$ cat src/pipePkg.sv
package pipePkg;

	// ==============================
	// Widths
	// ==============================
	localparam int xlen = 32;
	localparam int regIdxW = 5;

	// ==============================
	// Control encodings
	// ==============================
	typedef enum logic [1:0] {
		sizeByte = 2'd0,
		sizeHalf = 2'd1,
		sizeWord = 2'd2
	} memSizeT;

	typedef enum logic [1:0] {
		brNone = 2'd0, // Zero so a cleared entry is never a branch
		brEq = 2'd1,
		brNe = 2'd2,
		brLt = 2'd3
	} branchTypeT;

	typedef enum logic [1:0] {
		wbAlu = 2'd0,
		wbMem = 2'd1,
		wbUpper = 2'd2
	} wbSelT;

	typedef struct packed {
		logic zero;
		logic negative;
	} condT;

	// Instruction entering the memory stage
	typedef struct packed {
		logic [xlen-1:0] result;
		logic [xlen-1:0] storeData;
		logic [xlen-1:0] addr; // Effective address, also branch target
		condT cond;
		logic [regIdxW-1:0] rd;
		memSizeT memSize;
		logic memWe;
		logic memRe;
		logic regWe;
		branchTypeT branchType;
		wbSelT wbSel;
		logic signExt;
		logic [19:0] imm20;
	} exMemT;

	// Memory-to-writeback register contents
	typedef struct packed {
		logic [xlen-1:0] result;
		logic [regIdxW-1:0] rd;
		logic regWe;
		wbSelT wbSel;
		memSizeT memSize;
		logic signExt;
		logic [1:0] byteOff; // Lane of the load within the word
		logic [19:0] imm20;
	} memWbT;

endpackage

$ cat src/exMemReg.sv
`timescale 1ns/1ns

module exMemReg (
	input logic clk,
	input logic rstN,
	input logic stall,
	input logic flush,
	input pipePkg::exMemT exIn,
	output pipePkg::exMemT memEntry
);
	import pipePkg::*;

	exMemT nextEntry;

	// ==============================
	// Next-state selection
	// ==============================
	always_comb begin
		if (flush) begin
			nextEntry = '0; // Bubble, flush beats stall
		end else if (stall) begin
			nextEntry = memEntry;
		end else begin
			nextEntry = exIn;
		end
	end

	always_ff @(posedge clk) begin
		if (!rstN) begin
			memEntry <= '0;
		end else begin
			memEntry <= nextEntry;
		end
	end

endmodule

$ cat config.mk
export PLATFORM = sky130hd
export DESIGN_NAME = exMemReg
export DESIGN_NICKNAME = d
export VERILOG_FILES = /design/src/pipePkg.sv /design/src/exMemReg.sv
export SDC_FILE = /design/constraint.sdc
export NUM_CORES = 1
export LEC_CHECK = 0
export ABC_AREA = 1
export BUFFER_PORTS_ARGS = -buffer_cell sky130_fd_sc_hd__buf_2
export CAP_MARGIN = 25
export CORE_AREA = 2 2 104 106
export CTS_CLUSTER_SIZE = 8
export DETAILED_ROUTE_END_ITERATION = 8
export DIE_AREA = 0 0 106 108
export GPL_ROUTABILITY_DRIVEN = 0
export PLACE_DENSITY_LB_ADDON = 0.08
export SYNTH_ARGS = -nofsm -noshare
export SYNTH_HDL_FRONTEND = slang
export SYNTH_SLANG_ARGS = --single-unit
$ cat constraint.sdc
create_clock -name clk -period 2.19 [get_ports clk]
set_clock_uncertainty 0.1 [all_clocks]
set_input_delay 0.438 -clock clk [delete_from_list [all_inputs] [get_ports clk]]
set_output_delay 0.438 -clock clk [all_outputs]
set_load 0.05 [all_outputs]
==> results.sh <==
export IMPL_holdPathEnd="memEntry[52]$_SDFFE_PP0N_"
export IMPL_hold_buffers=0
export IMPL_ys_seq_elements=133
export IMPL_reg2reg_slack_ns=1.42
export IMPL_place_area_sq_um=5990
export IMPL_drive_above_1_share_pct=36.5
export IMPL_hold_start="exIn[52]"
export IMPL_end_kind="primary output"
export IMPL_setup_ws_ns=0.499
export IMPL_multi_input_area_sq_um=1680
export IMPL_final_core_util_pct=64.1
export IMPL_use_met3_pct=9.34
export IMPL_reg_largest_list="memEntry x133"
export IMPL_cts_sinks=133
export IMPL_antenna_found_initial=0
export IMPL_grt_busiest_layer="met2"
export IMPL_fp_coreArea_sq_um=10200
export IMPL_rows=37
export IMPL_p_leak_nw=3.20
export IMPL_yosysSeqAreaShare_pct=57.5
export IMPL_cp_cell_sequence="buf_2"
export IMPL_grt_total_usage_pct=22.9
export IMPL_vias=4639
export IMPL_setup_violations=0
export IMPL_fmax_ghz=0.591
export IMPL_gr_usage_met1_pct=25.4
export IMPL_p_seq_share_pct=42.3
export IMPL_pwr_share_clk_pct=45.5
export IMPL_wl_per_cell_um=13.5
export IMPL_hold_viol_final=0
export IMPL_final_area_sq_um=6560
export IMPL_cts_buffer_depth=2
export IMPL_syn_inst=578
export IMPL_p_switching_mw=1.53
export IMPL_critical_path_required_ns=1.65
export IMPL_cts_made_buffers=17
export IMPL_path_max_fanout=2
export IMPL_syn_avg_cell_area_sq_um=8.01
export IMPL_rr_startpoint="memEntry[96]$_SDFFE_PP0N_"
export IMPL_worst_pin_slew_ns=0.552
export IMPL_switching_share_pct=25.6
export IMPL_drv_slew=0
export IMPL_path_delay_family="flip-flops"
export IMPL_use_met2_pct=39.1
export IMPL_firstDrtPassIters=5
export IMPL_preCtsSetupSlack_ns=0.593
export IMPL_antenna_cells=0
export IMPL_largest_register="memEntry"
export IMPL_worstSetupPathType="flip-flop to primary output"
export IMPL_first_global_vias=4252
export IMPL_timing_rr_end="memEntry[96]$_SDFFE_PP0N_"
export IMPL_rsz0062_at_grt="no"
export IMPL_htree_levels=4
export IMPL_grt_max_degree=134
export IMPL_die_width_um=106
export IMPL_num_io_pins=270
export IMPL_syn_nets=715
export IMPL_dp_hpwl_um=9200
export IMPL_mappedNetlistArea_sq_um=4630
export IMPL_syn_to_final_growth_pct=41.7
export IMPL_reg2regPathDepth=2
export IMPL_die_area_sq_um=11400
export IMPL_hold_path_class="primary input to flip-flop"
export IMPL_min_period_over_period_pct=77.2
export IMPL_start_kind="flip-flop"
export IMPL_cts_resized=0
export IMPL_largest_reg_flops=133
export IMPL_critPathSlowestCell="dfxtp_1"
export IMPL_share_comb_of_total_power_pct=12.2
export IMPL_viasPerCell=4.75
export IMPL_root_buffer="clkbuf_8"
export IMPL_drc_errors=0
export IMPL_crit_buf_inv=1
export IMPL_die_h_um=108
export IMPL_whs_path_depth=3
export IMPL_ant_nets=0
export IMPL_start_util_pct=45.3
export IMPL_status="completed"
export IMPL_nNetsFinal=967
export IMPL_final_seq_area_sq_um=2660
export IMPL_finalPower_mw=5.98
export IMPL_final_common_cell="buf_2"
export IMPL_powerDensity_nw_per_um2=912
export IMPL_clk_latency_ns=0.51
export IMPL_port_buffers=269
export IMPL_nFillCells=902
export IMPL_final_cell_mix="buf_2, nand2_1, a21oi_1, dfxtp_1, clkbuf_16"
export IMPL_tns_ns=0
export IMPL_peakVddDrop_uv=421
export IMPL_gr_total_overflow=0
export IMPL_tritoncts="done"
export IMPL_grt_pass1_wl_um=20500
export IMPL_cts_setup_buffers=0
export IMPL_drt_wl_total_um=13200
export IMPL_drtIter0Drc=295
export IMPL_synth_distinct_cells=12
export IMPL_cap_violations=0
export IMPL_slowest_delay_ns=0.36
export IMPL_fin_crit_ns=1.69
export IMPL_path_clk_slew_ns=0.06
export IMPL_yosys_warnings=0
export IMPL_critPathArrivalTime_ns=1.15
export IMPL_slew_headroom_pct=63.2
export IMPL_p_int_mw=4.45
Yosys cell counts:
master | number | area share (%)
a21oi_1 | 133 | 14
buf_6 | 8 | 1.9
inv_4 | 1 | 0.14
nand2_1 | 266 | 22
buf_8 | 1 | 0.32
dfxtp_1 | 133 | 57
buf_4 | 7 | 1.1
clkbuf_4 | 1 | 0.16
inv_1 | 1 | 0.081
buf_2 | 20 | 2.2
nand2_2 | 1 | 0.14
clkbuf_1 | 6 | 0.49
worst min-delay path, cell delays in order:
cell     delay [ns]
buf_2          0.09
nand2_1        0.05
a21oi_1        0.05
worst max-delay path by stage:
stage / start / to / slack, ns / cells past startpoint
2_1_floorplan: stall / memEntry[109]$_SDFFE_PP0N_ / 0.99 / 6
3_3_place_gp: stall / memEntry[34]$_SDFFE_PP0N_ / 0.63 / 5
3_5_place_dp: stall / memEntry[64]$_SDFFE_PP0N_ / 0.59 / 5
4_1_cts: memEntry[22]$_SDFFE_PP0N_ / memEntry[22] / 0.47 / 1
5_1_grt: memEntry[1]$_SDFFE_PP0N_ / memEntry[1] / 0.44 / 1
6_report: memEntry[22]$_SDFFE_PP0N_ / memEntry[22] / 0.50 / 1
stage by stage:
stage | hold slack (ns) | cells
final | 0.0665 | 977
after CTS | 0.0469 | 977
after floorplan | 0.481 | 578
after detailed placement | 0.352 | 947
after global routing | 0.0505 | 977
after global placement | 0.344 | 947
logic make-up (layout without fill, tap and decap cells):
family / Yosys count / in the layout / synth area share (%)
buffers and inverters: 45 / 308 / 6.43
AND/OR/NAND/NOR: 267 / 267 / 21.7
flip-flops: 133 / 133 / 57.5
AO/OA/AOI/OAI: 133 / 133 / 14.4
routing by layer:
metal,vias up,wire length [um],part of all wire [%]
met4,0,330,2.5
li1,2343,-,-
met2,203,6480,49
met1,2063,5160,39
met3,30,1240,9.4
met5,-,0,0
area by class of cell:
class | instances | share of cell area, %
Inverter | 2 | 0.153
Clock inverter | 11 | 2.06
Clock buffer | 19 | 6.58
Sequential cell | 133 | 40.6
Tap cell | 136 | 2.59
Timing Repair Buffer | 276 | 22.5
Multi-Input combinational cell | 400 | 25.5
power groups by stage:
stage               Combinational [mW]  Clock (mW)  Sequential (mW)
floorplan                        0.224           0             2.85
global placement                 0.721           0             2.58
detailed placement               0.729           0             2.59
CTS                              0.730        2.77             2.53
global route                     0.782        2.89             2.54
finish                           0.727        2.72             2.53
Note: power is estimated with default switching activity, not from simulation.
