==> config.mk <==
export PLATFORM = sky130hd
export DESIGN_NAME = loadStoreUnit
export DESIGN_NICKNAME = d
export VERILOG_FILES = /design/src/pipePkg.sv /design/src/loadStoreUnit.sv
export SDC_FILE = /design/constraint.sdc
export NUM_CORES = 1
export LEC_CHECK = 0
export BUFFER_PORTS_ARGS = -buffer_cell sky130_fd_sc_hd__clkbuf_2
export CAP_MARGIN = 15
export CORE_AREA = 10 10 112 114
export DETAILED_ROUTE_END_ITERATION = 16
export DIE_AREA = 0 0 122 124
export PLACE_DENSITY = 0.57
export SLEW_MARGIN = 20
export SYNTH_ARGS = -nofsm -noshare
export SYNTH_HDL_FRONTEND = slang
export SYNTH_SLANG_ARGS = --single-unit
export TNS_END_PERCENT = 30
==> constraint.sdc <==
create_clock -name vclk -period 2.2
set_clock_uncertainty 0.2 [all_clocks]
set_input_delay 0.11 -clock vclk [all_inputs]
set_output_delay 0.11 -clock vclk [all_outputs]
set_load 0.02 [all_outputs]
==> src/pipePkg.sv <==
package pipePkg;

	// ==============================
	// Widths
	// ==============================
	localparam int xlen = 32;
	localparam int regIdxW = 5;

	// ==============================
	// Control encodings
	// ==============================
	typedef enum logic [1:0] {
		sizeByte = 2'd0,
		sizeHalf = 2'd1,
		sizeWord = 2'd2
	} memSizeT;

	typedef enum logic [1:0] {
		brNone = 2'd0, // Zero so a cleared entry is never a branch
		brEq = 2'd1,
		brNe = 2'd2,
		brLt = 2'd3
	} branchTypeT;

	typedef enum logic [1:0] {
		wbAlu = 2'd0,
		wbMem = 2'd1,
		wbUpper = 2'd2
	} wbSelT;

	typedef struct packed {
		logic zero;
		logic negative;
	} condT;

	// Instruction entering the memory stage
	typedef struct packed {
		logic [xlen-1:0] result;
		logic [xlen-1:0] storeData;
		logic [xlen-1:0] addr; // Effective address, also branch target
		condT cond;
		logic [regIdxW-1:0] rd;
		memSizeT memSize;
		logic memWe;
		logic memRe;
		logic regWe;
		branchTypeT branchType;
		wbSelT wbSel;
		logic signExt;
		logic [19:0] imm20;
	} exMemT;

	// Memory-to-writeback register contents
	typedef struct packed {
		logic [xlen-1:0] result;
		logic [regIdxW-1:0] rd;
		logic regWe;
		wbSelT wbSel;
		memSizeT memSize;
		logic signExt;
		logic [1:0] byteOff; // Lane of the load within the word
		logic [19:0] imm20;
	} memWbT;

endpackage

==> src/loadStoreUnit.sv <==
`timescale 1ns/1ns

module loadStoreUnit #(
	parameter int memDepth = 256
) (
	input logic stall,
	input pipePkg::exMemT memEntry,
	input pipePkg::memWbT wbEntry,
	input logic [pipePkg::xlen-1:0] readData,
	output logic [$clog2(memDepth)-1:0] wordAddr,
	output logic [3:0] byteStrobe,
	output logic [pipePkg::xlen-1:0] writeData,
	output logic readEn,
	output logic [pipePkg::xlen-1:0] loadValue
);
	import pipePkg::*;

	localparam int addrW = $clog2(memDepth);

	logic [1:0] storeOff;
	logic [3:0] sizeStrobe;
	logic [xlen-1:0] shifted;

	// ==============================
	// Store side
	// ==============================
	assign storeOff = memEntry.addr[1:0];
	assign wordAddr = memEntry.addr[2 +: addrW];

	always_comb begin
		case (memEntry.memSize)
			sizeByte: begin
				sizeStrobe = 4'b0001 << storeOff;
				writeData = {4{memEntry.storeData[7:0]}};
			end
			sizeHalf: begin
				sizeStrobe = storeOff[1] ? 4'b1100 : 4'b0011;
				writeData = {2{memEntry.storeData[15:0]}};
			end
			sizeWord: begin
				sizeStrobe = 4'b1111;
				writeData = memEntry.storeData;
			end
			default: begin
				sizeStrobe = 4'b0000;
				writeData = memEntry.storeData;
			end
		endcase
	end

	// No strobes while held, so a stalled store lands once
	assign byteStrobe = (memEntry.memWe && !stall) ? sizeStrobe : 4'b0000;
	assign readEn = memEntry.memRe && !stall;

	// ==============================
	// Load side
	// ==============================
	assign shifted = readData >> {wbEntry.byteOff, 3'b000};

	always_comb begin
		case (wbEntry.memSize)
			sizeByte: begin
				loadValue = {{(xlen-8){wbEntry.signExt & shifted[7]}}, shifted[7:0]};
			end
			sizeHalf: begin
				loadValue = {{(xlen-16){wbEntry.signExt & shifted[15]}}, shifted[15:0]};
			end
			default: begin
				loadValue = shifted; // Full word, nothing to extend
			end
		endcase
	end

endmodule

==> run_results.csv, run 1 <==
group,metric,value,unit
run_status,status,"finished, final reports clean",
drt,vias_per_cell,4.24,
power_and_ir_drop,p_clk_share,0,%
layout,nFlopsAndLatches,0,
floorplan,start_util,12.1,%
yosys,synth.area.top_cells,"mux2_2 (21%), mux2i_1 (15%), buf_4 (10%), nand2_1 (8.5%), o21ai_0 (6.4%)",
clock_tree,post-cts-setup-buffers,0,
layout,diodes,0,
worst_setup_path,crit_required,1.89,ns
drt,top_layer_used,"met4",
place,hpwl,6.47,mm
global_route,grt_usage,8.47,%
layout,ff_latch_area,0,um^2
drt,final_antenna_net_count,0,
place,portBuffers,145,
power_and_ir_drop,p_int,0.213,mW
power_and_ir_drop,swShare,61.3,%
drt,wl_met1,2.67,mm
power_and_ir_drop,ir_worst_vdd,0.0751,mV
worst_setup_path,worstSetupStartpoint,"wbEntry[20]",
yosys,synth_area,1240,um^2
worst_setup_path,crit_path_start_kind,"input pin",
clock_tree,hold_buffers,0,
timing,worst_pin_slew,0.589,ns
timing,slew_violations,0,
place,routabilityCongestion,0.930,
power_and_ir_drop,p_per_area,273,nW/um^2
yosys,synth_nets,409,
yosys,yosys_warnings,0,
layout,final_cells,440,
layout,fin_nets,537,
worst_setup_path,cp-endpoint,"loadValue[11]",
power_and_ir_drop,p_leak,1.10,nW
floorplan,die_w,122,um
floorplan,io_pins,308,
timing,setup_tns,0,ns
layout,final_util,19.7,%
worst_setup_path,cp_max_fo,18,
global_route,grt_max_degree,20,
drt,drt_first_iter_violations,113,
yosys,syn_avg_cell_area,6.98,um^2
layout,clkbuf_count,0,
global_route,grt_pass1_vias,1964,
drt,vias,1865,
global_route,antenna_found_initial,0,
power_and_ir_drop,power_switching,0.337,mW
global_route,grt_pass1_wl,10.4,mm
yosys,synth_area_leader_cell,"mux2_2",
yosys,synth-seq-area-share,0,%
power_and_ir_drop,seqPwrFrac,0,%
worst_setup_path,crit_path_end_kind,"output pin",
drt,drc,0,
worst_setup_path,critPathKind,"input pin to output pin",
timing,finalCritPeriodShare,87.6,%
place,place_inst,440,
drt,wl_met3,1.61,mm
run,drv_cap,0,
timing,period_needed,1.93,ns
worst_setup_path,arrival,1.62,ns
yosys,synth_cell_type_count,26,
drt,first_pass_iters,4,
floorplan,rows,37,
drt,wl_per_cell,16.3,um
clock_tree,ctsResizeCount,0,
power_and_ir_drop,p_comb_share,100.0,%
drt,routed-wl-met2,2.74,mm
floorplan,die_h,124,um
min_path,hold_path.class,"input pin to output pin",
yosys,synth.top_cell.area_share,20.8,%
global_route,overflow,0,
timing,max_slew_margin,60.6,%
layout,syn_to_final_growth,61.9,%
timing,finalSetupViolCount,0,
drt,wl,7.19,mm
timing,hold_viol_final,0,
timing,rsz0062_at_grt,"false",
floorplan,dieArea,15100,um^2
timing,max_freq,519,MHz
floorplan,coreArea,10200,um^2
layout,post_route_cells_drive_above_1_share,61.5,%
yosys,netlist_instances,178,
==> cells in the final DEF, fill, tap and decap left out <==
cell type  count
nand2b_1       1
a211oi_1       7
nand2_1       28
mux2_2        23
a311oi_2       1
nand3b_1       2
nand2b_4       2
clkbuf_2     145
and2_1         1
nor2b_1        8
a21oi_1       12
nor2_1        12
o21ai_2        2
nor2_2         1
clkinv_1       1
or2_2          1
a31oi_2        1
nand2_2        2
a221oi_1       7
buf_4          8
o211ai_2       1
o21ai_0       16
inv_1          3
mux2i_1       19
==> per-layer routing <==
layer | GRT usage [%] | vias to the layer above
li1 | - | 883
met1 | 8.55 | 818
met3 | 6.74 | 8
met2 | 13.4 | 156
met5 | 0 | -
met4 | 2.16 | 0
==> power by group through the flow <==
stage	sequential [mW]	clock [mW]	combinational (mW)
6_report	0	0	0.550
5_1_grt	0	0	0.599
4_1_cts	0	0	0.557
3_5_place_dp	0	0	0.555
3_3_place_gp	0	0	0.550
2_1_floorplan	0	0	0.352
==> worst max-delay path: stages <==
cell	delay [ns]
clkbuf_2	0.28
buf_4	0.31
mux2_2	0.37
a221oi_1	0.29
nor2_1	0.08
clkbuf_2	0.18
==> Yosys cell counts (all sizes together) <==
master  number
nand2       30
buf         24
mux2        23
mux2i       19
o21ai       18
nor2        13
a21oi       12
nor2b        8
a211oi       7
a221oi       7
clkbuf       3
inv          3
nand2b       3
nand3b       2
a311oi       1
a31oi        1
and2         1
clkinv       1
o211ai       1
or2          1
==> metrics by stage <==
step	hold WS, ns	power [mW]	setup WS (ns)	instance area, um^2
floorplan	0.0981	0.352	0.707	1240
global placement	0.0201	0.550	0.279	2010
detailed placement	0.0201	0.555	0.248	2010
CTS	0.0201	0.557	0.247	2010
global route	0.0201	0.599	0.143	2010
finish	0.0200	0.550	0.274	2010
==> how the worst min path moves through the flow <==
stage / startpoint / to / depth (start not counted)
floorplan: stall / readEn / 1
global placement: memEntry[39] / wordAddr[0] / 0
detailed placement: memEntry[39] / wordAddr[0] / 0
CTS: memEntry[39] / wordAddr[0] / 0
global route: memEntry[45] / wordAddr[6] / 0
finish: memEntry[45] / wordAddr[6] / 0
==> final cells by class <==
type | count | area [um^2]
fill | 1188 | 8220
inverter | 4 | 15.0
multi-input combinational | 147 | 1040
tap | 136 | 170
timing repair buffer | 153 | 786
==> kinds of logic after synthesis <==
kind of cell	synth area share [%]
and+or+nand+nor	22.6
AOI/OAI and AO/OA	25.1
muxes	36.2
buffers and inverters	16.2
Power figures use the tool's default switching activity.
==> inputs of run 2 (changes only) <==
--- a/config.mk
+++ b/config.mk
@@ -10,7 +10,7 @@
 export CORE_AREA = 10 10 112 114
 export DETAILED_ROUTE_END_ITERATION = 16
 export DIE_AREA = 0 0 122 124
-export PLACE_DENSITY = 0.57
+export PLACE_DENSITY = 0.59
 export SLEW_MARGIN = 20
 export SYNTH_ARGS = -nofsm -noshare
 export SYNTH_HDL_FRONTEND = slang
==> constraint.sdc (replaced) <==
create_clock -name vclk -period 1.68
set_clock_uncertainty 0.2 [all_clocks]
set_input_delay 0.084 -clock vclk [all_inputs]
set_output_delay 0.084 -clock vclk [all_outputs]
set_load 0.02 [all_outputs]
==> run 2 against run 1 <==
- via count rose by 1.0%
- flip-flop and latch count unchanged
- setup slack lost 0.24 ns
- critical path type unchanged
- largest cell class unchanged
==> run_results.csv, run 2 (synthesis results as in run 1) <==
group,metric,value,unit
layout,post_route_cells_drive_above_1_share,62.4,%
layout,final_common_cell,"clkbuf_2",
layout,clkbuf_count,0,
timing,finalSetupViolCount,0,
run,drv_cap,0,
timing,max_slew_margin,60.1,%
layout,fin_nets,552,
timing,slew_violations,0,
layout,ff_latch_area,0,um^2
min_path,hold_path.class,"input pin to output pin",
global_route,grt_pass1_vias,2156,
drt,routed-wl-met2,3.31,mm
layout,diodes,0,
drt,final_antenna_net_count,0,
worst_setup_path,cp-endpoint,"loadValue[22]",
drt,wl_met3,901,um
floorplan,dieArea,15100,um^2
drt,wl,6.95,mm
floorplan,io_pins,308,
global_route,antenna_found_initial,0,
floorplan,die_h,124,um
global_route,overflow,0,
floorplan,rows,37,
worst_setup_path,arrival,1.36,ns
place,portBuffers,145,
worst_setup_path,crit_path_end_kind,"output pin",
timing,period_needed,1.65,ns
global_route,grt_pass1_wl,10.1,mm
floorplan,die_w,122,um
floorplan,start_util,12.1,%
power_and_ir_drop,p_leak,1.19,nW
power_and_ir_drop,p_per_area,354,nW/um^2
drt,wl_per_cell,15.3,um
timing,max_freq,607,MHz
place,routabilityCongestion,0.827,
drt,drt_first_iter_violations,41,
layout,nFlopsAndLatches,0,
power_and_ir_drop,ir_worst_vdd,0.101,mV
global_route,grt_max_degree,21,
floorplan,coreArea,10200,um^2
drt,vias,1884,
worst_setup_path,crit_path_start_kind,"input pin",
drt,vias_per_cell,4.14,
timing,worst_pin_slew,0.596,ns
place,placed_cell_area,2070,um^2
timing,setup_tns,0,ns
layout,fillers,1129,
drt,first_pass_iters,6,
worst_setup_path,worstSetupStartpoint,"wbEntry[21]",
worst_setup_path,critPathKind,"input pin to output pin",
timing,finalCritPeriodShare,98.0,%
drt,wl_met1,2.72,mm
layout,most-common-layout-cells,"clkbuf_2 (140), nand2_1 (28), mux2_2 (23), mux2i_1 (16), o21ai_0 (16)",
drt,drc,0,
worst_setup_path,crit_required,1.40,ns
timing,hold_viol_final,0,
drt,top_layer_used,"met4",
place,hpwl,5.78,mm
run_status,status,"finished, final reports clean",
worst_setup_path,cp_max_fo,20,
layout,syn_to_final_growth,79.1,%
global_route,grt_usage,7.91,%
timing,rsz0062_at_grt,"false",
layout,fin_area,2220,um^2
run 2: cell types whose count changed in the layout (fill, tap and decap cells not counted), sizes merged:
| cell | change |
|---|---|
| dlygate4sd3 | +8 |
| clkbuf | -4 |
| buf | +11 |
run 2: worst min path at each step:
stage               slack, ns          from      endpoint  depth (start not counted)
floorplan                0.05         stall        readEn                          1
global placement        -0.03  memEntry[43]   wordAddr[4]                          0
detailed placement      -0.03  memEntry[43]   wordAddr[4]                          0
CTS                      0.22  memEntry[69]  writeData[0]                          2
global route             0.24  memEntry[69]  writeData[0]                          2
finish                   0.22  memEntry[69]  writeData[0]                          2
run 2: cell type report:
| cell class | count | area (um^2) | area share (%) |
|---|---|---|---|
| Multi-Input combinational cell | 147 | 1070 | 47.9 |
| Inverter | 4 | 15.0 | 0.675 |
| Tap cell | 136 | 170 | 7.65 |
| Timing Repair Buffer | 168 | 973 | 43.8 |
run 2: where the power goes:
part / switching [mW] / internal, mW
registers: 0 / 0
clock network: 0 / 0
logic: 0.466 / 0.321
run 2: worst max-delay path, stage by stage:
cell and delay, ns:
clkbuf_2 0.09, buf_4 0.21, a311oi_2 0.24, o211ai_2 0.12
buf_6 0.15, buf_12 0.13, o21ai_0 0.12, buf_4 0.21
run 2: per-stage QoR:
step | instances | util, % | hold WS, ns | power (mW) | setup slack [ns]
CTS | 453 | 21.1 | 0.225 | 0.776 | 0.00310
finish | 455 | 21.7 | 0.221 | 0.787 | 0.0332
floorplan | 178 | - | 0.0461 | 0.461 | 0.239
global route | 455 | 21.7 | 0.243 | 0.851 | 0.0128
detailed placement | 445 | 20.3 | -0.0319 | 0.740 | -0.172
global placement | 445 | 20.3 | -0.0319 | 0.731 | -0.174
run 2: routing by layer:
metal | vias up | GRT usage (%)
li1 | 909 | -
met3 | 2 | 2.94
met2 | 143 | 15.4
met5 | - | 0
met1 | 830 | 8.23
met4 | 0 | 0.447
run 2: repair_timing:
| item | in CTS | in global routing |
|---|---|---|
| buffers inserted | 0 | 1 |
| pin swaps | 1 | 2 |
| hold buffers | 8 | 0 |
| cloned | 0 | 1 |
| endpoints found under the setup margin | 9 | 22 |
| gates resized for setup | 3 | 13 |
| endpoints found under the hold margin | 8 | 0 |
==> inputs of run 3 (changes only) <==
--- a/config.mk
+++ b/config.mk
@@ -5,12 +5,13 @@
 export SDC_FILE = /design/constraint.sdc
 export NUM_CORES = 1
 export LEC_CHECK = 0
+export ABC_AREA = 1
 export BUFFER_PORTS_ARGS = -buffer_cell sky130_fd_sc_hd__clkbuf_2
 export CAP_MARGIN = 15
-export CORE_AREA = 10 10 112 114
+export CORE_AREA = 10 10 113 115
 export DETAILED_ROUTE_END_ITERATION = 16
-export DIE_AREA = 0 0 122 124
-export PLACE_DENSITY = 0.59
+export DIE_AREA = 0 0 123 125
+export PLACE_DENSITY = 0.6
 export SLEW_MARGIN = 20
 export SYNTH_ARGS = -nofsm -noshare
 export SYNTH_HDL_FRONTEND = slang
==> run 3 against run 2 <==
- sequential share of layout area did not move
- maximum frequency grew 13%
- die area grew 1.6%
- global-route usage increased by 0.26 points
- largest power group unchanged
- non-clock buffer count down 5
- total power down 3.5%
- hold slack lost 0.0033 ns
- critical path depth decreased by 1
- core utilization shrank 0.84 points
==> run_results.csv, run 3 <==
group,metric,value,unit
layout,diodes,0,
floorplan,die_w,123,um
timing,hold_viol_final,0,
layout,clkbuf_count,0,
drt,drc,0,
worst_setup_path,arrival,1.17,ns
global_route,antenna_found_initial,0,
power_and_ir_drop,ir_worst_vdd,0.146,mV
timing,setup_tns,0,ns
power_and_ir_drop,p_clk_share,0,%
yosys,yosys.area_share.simple,51.6,%
drt,wl,7.19,mm
place,routabilityCongestion,0.786,
timing,slew_violations,0,
yosys,netlist_instances,281,
place,portBuffers,145,
floorplan,start_util,13.3,%
power_and_ir_drop,p_comb_share,100.0,%
layout,syn_to_final_growth,57.7,%
layout,post_route_cells_drive_above_1_share,41.0,%
floorplan,die_h,125,um
drt,final_antenna_net_count,0,
drt,vias,2231,
floorplan,coreArea,10600,um^2
worst_setup_path,crit_path_end_kind,"output pin",
floorplan,dieArea,15400,um^2
power_and_ir_drop,power,0.759,mW
drt,first_pass_iters,4,
yosys,yosys.cell_count.top_type,"nand2_1",
floorplan,rows,38,
power_and_ir_drop,p_int,0.273,mW
floorplan,io_pins,308,
yosys,synth_fa_ha_area_share,0,%
timing,worst_pin_slew,0.407,ns
place,place_inst,542,
global_route,grt_max_degree,38,
yosys,synth_top_family_by_area,"simple AND/OR/NAND/NOR gates",
global_route,grt_usage,8.18,%
power_and_ir_drop,p_per_area,343,nW/um^2
clock_tree,ctsResizeCount,0,
timing,period_needed,1.46,ns
yosys,synth_area_leader_cell,"nand2_1",
yosys,synth_area,1410,um^2
place,hpwl,6.05,mm
drt,wl_per_cell,13.1,um
layout,fin_nets,643,
yosys,synth_cell_type_count,25,
power_and_ir_drop,swShare,64.0,%
layout,multi_input_area,1040,um^2
yosys,synth-seq-area-share,0,%
layout,ff_latch_area,0,um^2
drt,vias_per_cell,4.06,
min_path,hold_path.class,"input pin to output pin",
min_path,whs_path_depth,2,
yosys,muxShareOfSynthArea,0,%
global_route,grt_pass1_vias,2268,
yosys,ys_top_cells_by_count,"nand2_1 (105), nand3_1 (32), inv_1 (27)",
power_and_ir_drop,p_leak,1.38,nW
yosys,yosys_warnings,0,
layout,fillers,1274,
worst_setup_path,cp_max_fo,24,
yosys,syn_avg_cell_area,5.00,um^2
worst_setup_path,critPathKind,"input pin to output pin",
layout,nFlopsAndLatches,0,
timing,max_slew_margin,72.8,%
drt,drt_first_iter_violations,125,
layout,most-common-layout-cells,"clkbuf_2 (145), nand2_1 (105), nand3_1 (32), inv_1 (27), o21ai_0 (17)",
layout,final_common_cell,"clkbuf_2",
timing,rsz0062_at_grt,"false",
yosys,synth_xor_area_share,0,%
yosys,synth.area.top_cells,"nand2_1 (28%), buf_4 (12%), nand3_1 (11%), inv_1 (7.2%), o21ai_0 (6.1%)",
layout,final_cells,550,
power_and_ir_drop,power_switching,0.486,mW
yosys,synth_compound_gate_area_share,22.3,%
run,drv_cap,0,
timing,finalCritPeriodShare,86.8,%
timing,max_freq,686,MHz
power_and_ir_drop,seqPwrFrac,0,%
run_status,status,"finished, final reports clean",
timing,finalSetupViolCount,0,
global_route,grt_pass1_wl,10.8,mm
global_route,overflow,0,
worst_setup_path,crit_path_start_kind,"input pin",
yosys,synth_nets,512,
worst_setup_path,crit_required,1.40,ns
yosys,synth.top_cell.area_share,28.0,%
-- run 3: cell types whose count changed in the layout (fill, tap and decap cells not counted), sizes merged, moves of 6 or more --
cell / previous run / this run
nand2: 30 / 107
nand3: 0 / 34
inv: 3 / 29
mux2: 23 / 0
mux2i: 19 / 0
buf: 19 / 10
nor2b: 8 / 0
a211oi: 7 / 0
a221oi: 7 / 0
a22oi: 0 / 7
nor2: 13 / 19
o211ai: 1 / 7
o21ai: 18 / 24
-- run 3: critical path, stage by stage --
cell,delay [ns]
clkbuf_2,0.14
inv_2,0.11
nand2_1,0.06
nand3_1,0.13
nand3b_4,0.27
nand3_1,0.19
clkbuf_2,0.19
-- run 3: cells by family after synthesis --
logic type / after synthesis
buf+inv: 63
simple gates: 164
compound gates: 54
-- run 3: timing repair --
item | in CTS | in global routing
hold buffers | 8 | 0
endpoints found under the setup margin | 0 | 0
hold endpoints to repair | 8 | 0
buffers inserted | 0 | 0
-- run 3: worst paths after layout --
kind | from | to | slack, ns
max | wbEntry[20] | loadValue[17] | 0.22
min | memEntry[70] | writeData[1] | 0.22
-- run 3: stage by stage --
| step | util [%] | hold WS [ns] | setup WS (ns) | area [um^2] |
|---|---|---|---|---|
| floorplan | - | 0.0478 | 0.405 | 1410 |
| global placement | 20.1 | -0.0319 | 0.165 | 2140 |
| detailed placement | 20.1 | -0.0319 | 0.170 | 2140 |
| CTS | 20.9 | 0.219 | 0.161 | 2220 |
| global route | 20.9 | 0.229 | 0.124 | 2220 |
| finish | 20.9 | 0.218 | 0.221 | 2220 |
-- run 3: metal layers --
layer | track usage, % | wire length (um)
met1 | 8.84 | 2730
met2 | 14.9 | 3350
met3 | 3.56 | 1070
met4 | 0.480 | 40
met5 | 0 | 0
-- run 3: power groups by stage --
stage | registers [mW] | logic [mW] | clock network [mW]
global route | 0 | 0.838 | 0
detailed placement | 0 | 0.736 | 0
finish | 0 | 0.759 | 0
global placement | 0 | 0.735 | 0
CTS | 0 | 0.770 | 0
floorplan | 0 | 0.481 | 0
-- run 3: area by class of cell --
class	count	area share (%)
tap	140	7.91
timing repair buffer	163	40.3
multi-input combinational	218	46.9
inverter	29	4.91
