[config.mk]
export PLATFORM = sky130hd
export DESIGN_NAME = writebackStage
export DESIGN_NICKNAME = d
export VERILOG_FILES = /design/src/pipePkg.sv /design/src/writebackStage.sv
export SDC_FILE = /design/constraint.sdc
export NUM_CORES = 1
export LEC_CHECK = 0
export BUFFER_PORTS_ARGS = -buffer_cell sky130_fd_sc_hd__buf_4
export CORE_AREA = 10 10 98 100
export DETAILED_ROUTE_END_ITERATION = 6
export DIE_AREA = 0 0 108 110
export PLACE_DENSITY = 0.71
export SYNTH_ARGS = -nofsm -noshare
export SYNTH_HDL_FRONTEND = slang
export SYNTH_SLANG_ARGS = --single-unit
export TNS_END_PERCENT = 30
[constraint.sdc]
create_clock -name clk -period 3.65 [get_ports clk]
set_input_delay 0.5475 -clock clk [delete_from_list [all_inputs] [get_ports clk]]
set_output_delay 0.5475 -clock clk [all_outputs]
set_load 0.02 [all_outputs]
[src/pipePkg.sv]
package pipePkg;

	// ==============================
	// Widths
	// ==============================
	localparam int xlen = 32;
	localparam int regIdxW = 5;

	// ==============================
	// Control encodings
	// ==============================
	typedef enum logic [1:0] {
		sizeByte = 2'd0,
		sizeHalf = 2'd1,
		sizeWord = 2'd2
	} memSizeT;

	typedef enum logic [1:0] {
		brNone = 2'd0, // Zero so a cleared entry is never a branch
		brEq = 2'd1,
		brNe = 2'd2,
		brLt = 2'd3
	} branchTypeT;

	typedef enum logic [1:0] {
		wbAlu = 2'd0,
		wbMem = 2'd1,
		wbUpper = 2'd2
	} wbSelT;

	typedef struct packed {
		logic zero;
		logic negative;
	} condT;

	// Instruction entering the memory stage
	typedef struct packed {
		logic [xlen-1:0] result;
		logic [xlen-1:0] storeData;
		logic [xlen-1:0] addr; // Effective address, also branch target
		condT cond;
		logic [regIdxW-1:0] rd;
		memSizeT memSize;
		logic memWe;
		logic memRe;
		logic regWe;
		branchTypeT branchType;
		wbSelT wbSel;
		logic signExt;
		logic [19:0] imm20;
	} exMemT;

	// Memory-to-writeback register contents
	typedef struct packed {
		logic [xlen-1:0] result;
		logic [regIdxW-1:0] rd;
		logic regWe;
		wbSelT wbSel;
		memSizeT memSize;
		logic signExt;
		logic [1:0] byteOff; // Lane of the load within the word
		logic [19:0] imm20;
	} memWbT;

endpackage

[src/writebackStage.sv]
`timescale 1ns/1ns

module writebackStage (
	input logic clk,
	input logic rstN,
	input logic stall,
	input pipePkg::exMemT memEntry,
	input logic [pipePkg::xlen-1:0] loadValue,
	output pipePkg::memWbT wbEntry,
	output logic wbWe,
	output logic [pipePkg::regIdxW-1:0] wbRd,
	output logic [pipePkg::xlen-1:0] wbData
);
	import pipePkg::*;

	memWbT captured;

	// Pick out what writeback still needs
	always_comb begin
		captured.result = memEntry.result;
		captured.rd = memEntry.rd;
		captured.regWe = memEntry.regWe;
		captured.wbSel = memEntry.wbSel;
		captured.memSize = memEntry.memSize;
		captured.signExt = memEntry.signExt;
		captured.byteOff = memEntry.addr[1:0];
		captured.imm20 = memEntry.imm20;
	end

	// ==============================
	// Stage register
	// ==============================
	always_ff @(posedge clk) begin
		if (!rstN || stall) begin
			wbEntry <= '0; // Bubble while the stage above is held
		end else begin
			wbEntry <= captured;
		end
	end

	// ==============================
	// Writeback select
	// ==============================
	always_comb begin
		case (wbEntry.wbSel)
			wbAlu: wbData = wbEntry.result;
			wbMem: wbData = loadValue;
			wbUpper: wbData = {wbEntry.imm20, 12'b0};
			default: wbData = wbEntry.result;
		endcase
	end

	assign wbWe = wbEntry.regWe;
	assign wbRd = wbEntry.rd;

endmodule
==> impl_metrics.env, run 1 <==
export IMPL_core_area_um2=7650
export IMPL_grt_overflow_total=0
export IMPL_timing_final_max_slew_violations=0
export IMPL_p_switching_mw=0.427
export IMPL_total_cts_buffers=9
export IMPL_drt_antenna_violating_nets=0
export IMPL_min_delay_path_class="primary input to flip-flop"
export IMPL_clock_power_share_pct=39.8
export IMPL_num_rows=32
export IMPL_chipWidth_um=108
export IMPL_clkTransAtPathRegs_ps=70
export IMPL_yosys_warnings=0
export IMPL_post_cts_setup_buffer_count=0
export IMPL_vias_per_cell=4.42
export IMPL_p_comb_share_pct=17.0
export IMPL_drive_gt1_share_pct=51.6
export IMPL_netlist_cell_type_count=15
export IMPL_worst_setup_slack_post_dpl_ps=1310
export IMPL_p_seq_share_pct=43.2
export IMPL_port_buffers=202
export IMPL_dieHeight_um=110
export IMPL_syn_cell_area_um2=2390
export IMPL_max_vdd_ir_drop_mv=0.282
export IMPL_grt_start_max_net_pins=66
export IMPL_critical_path_peak_fanout=31
export IMPL_htreeDepth=3
export IMPL_post_layout_total_power_mw=1.74
export IMPL_final_hold_violation_count=0
export IMPL_cellPowerDensity_nw_per_um2=426
export IMPL_num_antenna_cells=0
export IMPL_routed_via_count=2351
export IMPL_drt_total_wl_mm=9.15
export IMPL_cts_tree="yes"
export IMPL_fmaxAchievable_mhz=373
export IMPL_switching_share_pct=24.5
export IMPL_hold_worst_slack_ps=410
export IMPL_drtPass1Iterations=4
export IMPL_die_area_um2=11900
export IMPL_first_pass_grt_wire_length_mm=12.9
export IMPL_cts_resized_gates=0
export IMPL_worst_slew_pin_slew_ps=1070
export IMPL_placed_instance_area_um2=3860
export IMPL_synth_seq_area_share_pct=54.5
export IMPL_post_route_period_util_pct=73.4
export IMPL_gr_usage_all_layers_pct=14.0
export IMPL_crit_required_ps=3100
export IMPL_mappedNetlistNets=404
export IMPL_root_buffer="sky130_fd_sc_hd__clkbuf_8"
export IMPL_syn_inst=234
export IMPL_outcome="finished clean"
export IMPL_cp_start_kind="flip-flop"
export IMPL_period_minus_slack_ps=2680
export IMPL_grt_antenna_before_repair=0
export IMPL_final_fill_count=709
export IMPL_numClockSinks=65
export IMPL_count_of_max_cap_constraint_violations=0
export IMPL_io_pin_count=271
export IMPL_fin_setup_tns_ps=0
export IMPL_post_route_worst_setup_slack_ps=970
export IMPL_synth_ff_latch_count=65
export IMPL_cts_hold_buffers_added=0
export IMPL_max_clock_path_buffers=2
export IMPL_syn_mean_instance_area_um2=10.2
export IMPL_remaining_drc_errors=0
export IMPL_cellLeakagePower_nw=1.99
export IMPL_p_int_mw=1.32
export IMPL_first_global_vias=2490
export IMPL_drtIter0Drc=52
export IMPL_grt_setup_unrepaired="false"
export IMPL_worst_setup_path_category="flip-flop to output port"
export IMPL_count_of_final_setup_violators=0
export IMPL_initial_core_util_pct=31.2
export IMPL_wl_per_cell_um=17.2
export IMPL_cp_data_arrival_time_ps=2130
export IMPL_areaGrowthSynthToFinish_pct=71.5
export IMPL_hpwlAfterDp_mm=7.28
export IMPL_place_gp_congestion=0.768
export IMPL_num_nets_final=595
export IMPL_critical_path_endpoint_type="output port"
export IMPL_maxSlewHeadroom_pct=28.8
export IMPL_stdcell_area_um2=4090
cell type report:
cell class	instances	area [um^2]	area share (%)
Clock buffer	12	155	3.79
Clock inverter	4	75.1	1.83
Inverter	2	7.51	0.183
Multi-Input combinational cell	143	896	21.9
Sequential cell	65	1300	31.8
Tap cell	102	128	3.12
Timing Repair Buffer	204	1530	37.4
cell usage in the layout, fill, tap and decap left out:
master	instances
sky130_fd_sc_hd__a22o_1	11
sky130_fd_sc_hd__a22oi_1	20
sky130_fd_sc_hd__and2_1	65
sky130_fd_sc_hd__buf_4	204
sky130_fd_sc_hd__bufinv_16	2
sky130_fd_sc_hd__clkbuf_1	1
sky130_fd_sc_hd__clkbuf_8	11
sky130_fd_sc_hd__clkinvlp_4	2
sky130_fd_sc_hd__dfxtp_1	65
sky130_fd_sc_hd__ha_1	1
sky130_fd_sc_hd__ha_2	1
sky130_fd_sc_hd__inv_1	2
sky130_fd_sc_hd__nand2_1	22
sky130_fd_sc_hd__nor2b_4	2
sky130_fd_sc_hd__o21ai_0	14
sky130_fd_sc_hd__o21ai_1	7
cell usage after synthesis:
cell                        n  area share [%]
sky130_fd_sc_hd__a22oi_1   20             6.3
sky130_fd_sc_hd__ha_1       2             1.0
sky130_fd_sc_hd__and2_1    65              17
sky130_fd_sc_hd__buf_6      7             3.3
sky130_fd_sc_hd__inv_1      2            0.31
sky130_fd_sc_hd__clkbuf_1   1            0.16
sky130_fd_sc_hd__nor2b_4    2             1.2
sky130_fd_sc_hd__buf_2      6             1.3
sky130_fd_sc_hd__clkbuf_2   1            0.21
sky130_fd_sc_hd__o21ai_1    7             1.5
sky130_fd_sc_hd__nand2_1   22             3.5
sky130_fd_sc_hd__a22o_1    11             4.0
sky130_fd_sc_hd__dfxtp_1   65              55
sky130_fd_sc_hd__o21ai_0   14             2.9
sky130_fd_sc_hd__buf_4      9             2.8
per-layer routing:
layer | track usage (%) | vias up | routed length, um
met5 | 0 | - | 0
met4 | 5.92 | 0 | 107
met3 | 8.07 | 11 | 1200
li1 | - | 1155 | -
met2 | 24.1 | 116 | 4560
met1 | 13.5 | 1069 | 3280
worst max-delay path, cell delays in order (launching register included):
cell and delay (ps):
sky130_fd_sc_hd__dfxtp_1 350, sky130_fd_sc_hd__inv_1 50, sky130_fd_sc_hd__ha_2 690, sky130_fd_sc_hd__buf_4 360, sky130_fd_sc_hd__nand2_1 70, sky130_fd_sc_hd__o21ai_0 90
sky130_fd_sc_hd__buf_4 180
cells by family after synthesis:
logic type	Yosys count	share of synthesized area, %
AND/OR/NAND/NOR	89	21.6
flip-flops	65	54.5
AO/OA/AOI/OAI	52	14.7
buffers and inverters	26	8.07
adder cells (fa/ha/maj)	2	1.05
path summary, 6_finish.rpt:
path | startpoint | depth (start not counted) | to
setup / recovery | wbEntry[25] | 6 | wbData[25]
hold / removal | memEntry[112] | 2 | wbEntry[44]
state kept, by name, indices dropped and copies added, names as in the netlist:
signal,flops
wbEntry,59
wbRd,5
wbWe,1
power groups by stage:
stage | Combinational, mW | Clock (mW) | Sequential [mW]
4_1_cts | 0.300 | 0.712 | 0.754
3_3_place_gp | 0.297 | 0 | 0.769
2_1_floorplan | 0.101 | 0 | 0.803
3_5_place_dp | 0.300 | 0 | 0.770
6_report | 0.296 | 0.693 | 0.754
5_1_grt | 0.317 | 0.744 | 0.757
metrics by stage:
| stage | util, % | std cells |
|---|---|---|
| floorplan | - | 234 |
| global placement | 50.5 | 516 |
| detailed placement | 50.5 | 516 |
| CTS | 53.5 | 532 |
| global route | 53.5 | 532 |
| finish | 53.5 | 532 |
No activity file was read; power rests on OpenSTA's default activity.
==> run 2, diff against run 1 <==
Settings changed: CORE_AREA 10 10 98 100 to default, CORE_ASPECT_RATIO from default to 0.8, CORE_MARGIN from default to 10, CORE_UTILIZATION from default to 30, DIE_AREA 0 0 108 110 to default, PLACE_DENSITY 0.71 to 0.72.
Clock period 3.65 ns to 2.45 ns, I/O delays scaled along.
==> impl_metrics.env, run 2 (same netlist as run 1, synthesis figures left out) <==
export IMPL_io_pin_count=271
export IMPL_port_buffers=202
export IMPL_seq_cell_area_um2=1300
export IMPL_cellPowerDensity_nw_per_um2=572
export IMPL_wl_per_cell_um=16.1
export IMPL_cp_startpoint="wbEntry[25]"
export IMPL_worst_setup_slack_post_dpl_ps=579
export IMPL_max_clock_path_buffers=2
export IMPL_htreeDepth=3
export IMPL_grt_antenna_before_repair=0
export IMPL_hold_path_startpoint="memEntry[129]"
export IMPL_routed_via_count=2308
export IMPL_chipWidth_um=120
export IMPL_vias_per_cell=4.28
export IMPL_largest_reg_flops=59
export IMPL_count_of_max_cap_constraint_violations=0
export IMPL_total_cts_buffers=9
export IMPL_cts_hold_buffers_added=0
export IMPL_first_global_vias=2487
export IMPL_post_route_period_util_pct=90.0
export IMPL_fin_setup_tns_ps=0
export IMPL_grt_start_max_net_pins=35
export IMPL_grt_overflow_total=0
export IMPL_num_antenna_cells=0
export IMPL_hpwlAfterDp_mm=7.19
export IMPL_initial_core_util_pct=30.5
export IMPL_areaGrowthSynthToFinish_pct=70.1
export IMPL_register_with_the_highest_flop_count="wbEntry"
export IMPL_max_vdd_ir_drop_mv=0.306
export IMPL_crit_required_ps=2080
export IMPL_layout_cells_most_common="sky130_fd_sc_hd__buf_4"
export IMPL_place_gp_congestion=0.738
export IMPL_drive_gt1_share_pct=51.5
export IMPL_cp_start_kind="flip-flop"
export IMPL_numClockSinks=65
export IMPL_gr_usage_all_layers_pct=13.7
export IMPL_drt_antenna_violating_nets=0
export IMPL_min_delay_path_class="primary input to flip-flop"
export IMPL_first_pass_grt_wire_length_mm=13.2
export IMPL_post_cts_setup_buffer_count=0
export IMPL_count_of_final_setup_violators=0
export IMPL_period_minus_slack_ps=2210
export IMPL_fmaxAchievable_mhz=453
export IMPL_post_route_worst_setup_slack_ps=244
export IMPL_clkTransAtPathRegs_ps=70
export IMPL_final_hold_violation_count=0
export IMPL_remaining_drc_errors=0
export IMPL_final_fill_count=763
export IMPL_num_nets_final=597
export IMPL_num_rows=29
export IMPL_dieHeight_um=99.8
export IMPL_root_buffer="sky130_fd_sc_hd__clkbuf_8"
export IMPL_drtPass1Iterations=4
export IMPL_worst_slew_pin_slew_ps=613
export IMPL_worst_setup_path_category="flip-flop to output port"
export IMPL_cts_tree="yes"
export IMPL_critical_path_endpoint_type="output port"
export IMPL_grt_setup_unrepaired="false"
export IMPL_timing_final_max_slew_violations=0
export IMPL_core_area_um2=7840
export IMPL_critical_path_peak_fanout=13
export IMPL_outcome="finished clean"
export IMPL_layout_common_cells="sky130_fd_sc_hd__buf_4 (205), sky130_fd_sc_hd__and2_1 (65), sky130_fd_sc_hd__dfxtp_1 (65), sky130_fd_sc_hd__nand2_1 (22), sky130_fd_sc_hd__a22oi_1 (20)"
export IMPL_cts_resized_gates=0
export IMPL_cp_data_arrival_time_ps=1840
export IMPL_cellLeakagePower_nw=1.97
export IMPL_multi_input_gate_area_in_the_final_layout_um2=896
export IMPL_die_area_um2=11900
export IMPL_maxSlewHeadroom_pct=59.1
export IMPL_drt_total_wl_mm=8.70
export IMPL_drtIter0Drc=60
[run 2: cell type report]
type,count,area share [%]
Clock buffer,12,3.57
Clock inverter,3,0.431
Inverter,2,0.185
Multi-Input combinational cell,143,22.1
Sequential cell,65,32.0
Tap cell,108,3.33
Timing Repair Buffer,206,38.4
[run 2: worst max-delay path, stage by stage (launching register included)]
cell and delay (ps):
sky130_fd_sc_hd__dfxtp_1 360, sky130_fd_sc_hd__ha_1 420, sky130_fd_sc_hd__buf_4 290, sky130_fd_sc_hd__nand2_1 80, sky130_fd_sc_hd__o21ai_0 180, sky130_fd_sc_hd__buf_4 180
[run 2: through the flow]
stage	total power [mW]	cells	cell area (um^2)	hold WS [ps]	utilization, %
floorplan	1.35	234	2390	489	-
global placement	1.59	524	3900	568	49.7
detailed placement	1.60	524	3900	571	49.7
CTS	2.36	539	4060	218	51.8
global route	2.44	539	4060	216	51.8
finish	2.32	539	4060	240	51.8
[run 2: power by group]
group,total (mW),internal [mW],switching [mW]
registers,1.12,1.10,0.0221
logic,0.443,0.236,0.208
clock network,0.757,0.386,0.370
[run 2: path summary, 6_finish.rpt]
check | cells past startpoint | to | slack (ps)
worst max-delay path | 5 | wbData[4] | 240
worst min-delay path | 2 | wbEntry[61] | 240
[run 2: metal layers]
metal	track usage, %	routed length (um)	vias up
li1	-	-	1149
met2	25.3	4650	108
met1	13.5	3140	1049
met3	6.73	859	2
met5	0	0	-
met4	3.06	44	0
==> run 3, diff against run 2 <==
--- a/config.mk
+++ b/config.mk
@@ -10,5 +10,6 @@
 export CORE_MARGIN = 10
-export CORE_UTILIZATION = 30
+export CORE_UTILIZATION = 31
+export CTS_BUF_LIST = sky130_fd_sc_hd__clkbuf_4 sky130_fd_sc_hd__clkbuf_8
 export DETAILED_ROUTE_END_ITERATION = 6
-export PLACE_DENSITY = 0.72
+export PLACE_DENSITY = 0.74
 export SYNTH_ARGS = -nofsm -noshare
==> constraint.sdc (replaced) <==
create_clock -name clk -period 2.45 [get_ports clk]
set_input_delay 0.245 -clock clk [delete_from_list [all_inputs] [get_ports clk]]
set_output_delay 0.245 -clock clk [all_outputs]
set_load 0.02 [all_outputs]
==> impl_metrics.env, run 3 (same netlist as run 1, synthesis figures left out) <==
export IMPL_fin_setup_tns_ps=0
export IMPL_crit_required_ps=2200
export IMPL_vias_per_cell=4.30
export IMPL_num_antenna_cells=0
export IMPL_longest_individual_stage_delay_on_the_worst_path_ps=410
export IMPL_worst_setup_path_category="flip-flop to output port"
export IMPL_drt_total_wl_mm=8.86
export IMPL_gr_usage_all_layers_pct=14.2
export IMPL_cp_top_family="buffers and inverters"
export IMPL_drtPass1Iterations=4
export IMPL_register_with_the_highest_flop_count="wbEntry"
export IMPL_drive_gt1_share_pct=52.1
export IMPL_numPlacedInstances=521
export IMPL_final_fill_count=682
export IMPL_cts_tree="yes"
export IMPL_port_buffers=202
export IMPL_period_minus_slack_ps=2140
export IMPL_grt_antenna_before_repair=0
export IMPL_total_cts_buffers=9
export IMPL_count_of_max_cap_constraint_violations=0
export IMPL_count_of_final_setup_violators=0
export IMPL_endpoint="wbData[12]"
export IMPL_root_buffer="sky130_fd_sc_hd__clkbuf_8"
export IMPL_p_comb_share_pct=18.1
export IMPL_post_route_period_util_pct=87.4
export IMPL_core_area_um2=7460
export IMPL_remaining_drc_errors=0
export IMPL_largest_reg_flops=59
export IMPL_worst_slew_pin_slew_ps=490
export IMPL_p_switching_mw=0.596
export IMPL_wl_per_cell_um=16.5
export IMPL_seq_cell_area_um2=1300
export IMPL_drt_antenna_violating_nets=0
export IMPL_cp_startpoint="wbEntry[26]"
export IMPL_dieHeight_um=98.5
export IMPL_clkTransAtPathRegs_ps=70
export IMPL_critical_path_peak_fanout=13
export IMPL_cp_start_kind="flip-flop"
export IMPL_p_seq_share_pct=45.7
export IMPL_post_layout_total_power_mw=2.46
export IMPL_grt_start_max_net_pins=41
export IMPL_grt_setup_unrepaired="false"
export IMPL_post_cts_setup_buffer_count=0
export IMPL_cellPowerDensity_nw_per_um2=601
export IMPL_layout_cells_most_common="sky130_fd_sc_hd__buf_4"
export IMPL_die_area_um2=11600
export IMPL_p_int_mw=1.86
export IMPL_cts_hold_buffers_added=0
export IMPL_fin_cells=537
export IMPL_numClockSinks=65
export IMPL_cts_resized_gates=0
export IMPL_outcome="finished clean"
export IMPL_chipWidth_um=118
export IMPL_layout_common_cells="sky130_fd_sc_hd__buf_4 (205), sky130_fd_sc_hd__and2_1 (65), sky130_fd_sc_hd__dfxtp_1 (65), sky130_fd_sc_hd__nand2_1 (22), sky130_fd_sc_hd__a22oi_1 (20)"
export IMPL_max_vdd_ir_drop_mv=0.364
export IMPL_first_pass_grt_wire_length_mm=13.0
export IMPL_drtIter0Drc=64
export IMPL_io_pin_count=271
export IMPL_maxSlewHeadroom_pct=67.3
export IMPL_areaGrowthSynthToFinish_pct=71.5
export IMPL_multi_input_gate_area_in_the_final_layout_um2=896
export IMPL_routed_via_count=2310
export IMPL_hpwlAfterDp_mm=7.19
export IMPL_crit_buf_inv=3
export IMPL_min_delay_path_class="primary input to flip-flop"
export IMPL_fmaxAchievable_mhz=467
export IMPL_grt_overflow_total=0
export IMPL_critical_path_endpoint_type="output port"
export IMPL_cellLeakagePower_nw=2.00
export IMPL_cp_cell_sequence="inv_1 > ha_1 > buf_4 > a22oi_1 > o21ai_0 > buf_4"
export IMPL_place_gp_congestion=0.764
export IMPL_first_global_vias=2375
export IMPL_clock_power_share_pct=36.2
export IMPL_switching_share_pct=24.2
export IMPL_cp_data_arrival_time_ps=1900
export IMPL_initial_core_util_pct=32.0
export IMPL_utilization_after_layout_pct=54.9
export IMPL_htreeDepth=3
export IMPL_slowest_stage="sky130_fd_sc_hd__ha_1"
export IMPL_num_nets_final=597
export IMPL_path_depth=6
export IMPL_max_clock_path_buffers=2
export IMPL_timing_final_max_slew_violations=0
export IMPL_num_rows=28
export IMPL_cp_dominant_cell_by_count="sky130_fd_sc_hd__buf_4"
export IMPL_final_hold_violation_count=0
==> run 3: power groups by stage <==
stage	registers (mW)	logic, mW	clock network [mW]
after floorplan	1.20	0.151	0
after global routing	1.13	0.477	0.973
after detailed placement	1.15	0.451	0
after CTS	1.12	0.452	0.927
after global placement	1.14	0.445	0
final	1.12	0.445	0.892
==> run 3: final cells by class <==
cell class / count / area share (%)
clock inverter: 3 / 0.978
sequential: 65 / 31.8
multi-input combinational: 143 / 21.9
clock buffer: 13 / 3.91
tap: 105 / 3.21
timing repair buffer: 206 / 38.1
inverter: 2 / 0.183
==> run 3: per-stage QoR <==
| step | cell area, um^2 | hold WS, ps | worst slack, ps |
|---|---|---|---|
| detailed placement | 3890 | 449 | 633 |
| floorplan | 2390 | 367 | 592 |
| finish | 4100 | 115 | 308 |
| global placement | 3890 | 446 | 675 |
| global route | 4100 | 89.7 | 196 |
| CTS | 4100 | 90.6 | 272 |
==> run 3: worst min path at each step <==
stage | startpoint | to | slack [ps] | depth (start not counted)
global placement | memEntry[13] | wbEntry[13] | 450 | 2
finish | memEntry[14] | wbEntry[14] | 120 | 2
floorplan | memEntry[0] | wbEntry[0] | 370 | 1
global route | memEntry[127] | wbEntry[59] | 90 | 2
detailed placement | memEntry[103] | wbEntry[35] | 450 | 2
CTS | memEntry[129] | wbEntry[61] | 90 | 2
==> run 3: layer usage <==
| layer | share of wire (%) | up-vias | wire, um | global-route usage (%) |
|---|---|---|---|---|
| li1 | - | 1150 | - | - |
| met1 | 36 | 1027 | 3170 | 13.9 |
| met2 | 51 | 125 | 4490 | 25.2 |
| met3 | 12 | 8 | 1100 | 8.44 |
| met4 | 1.1 | 0 | 95 | 3.42 |
| met5 | 0 | - | 0 | 0 |
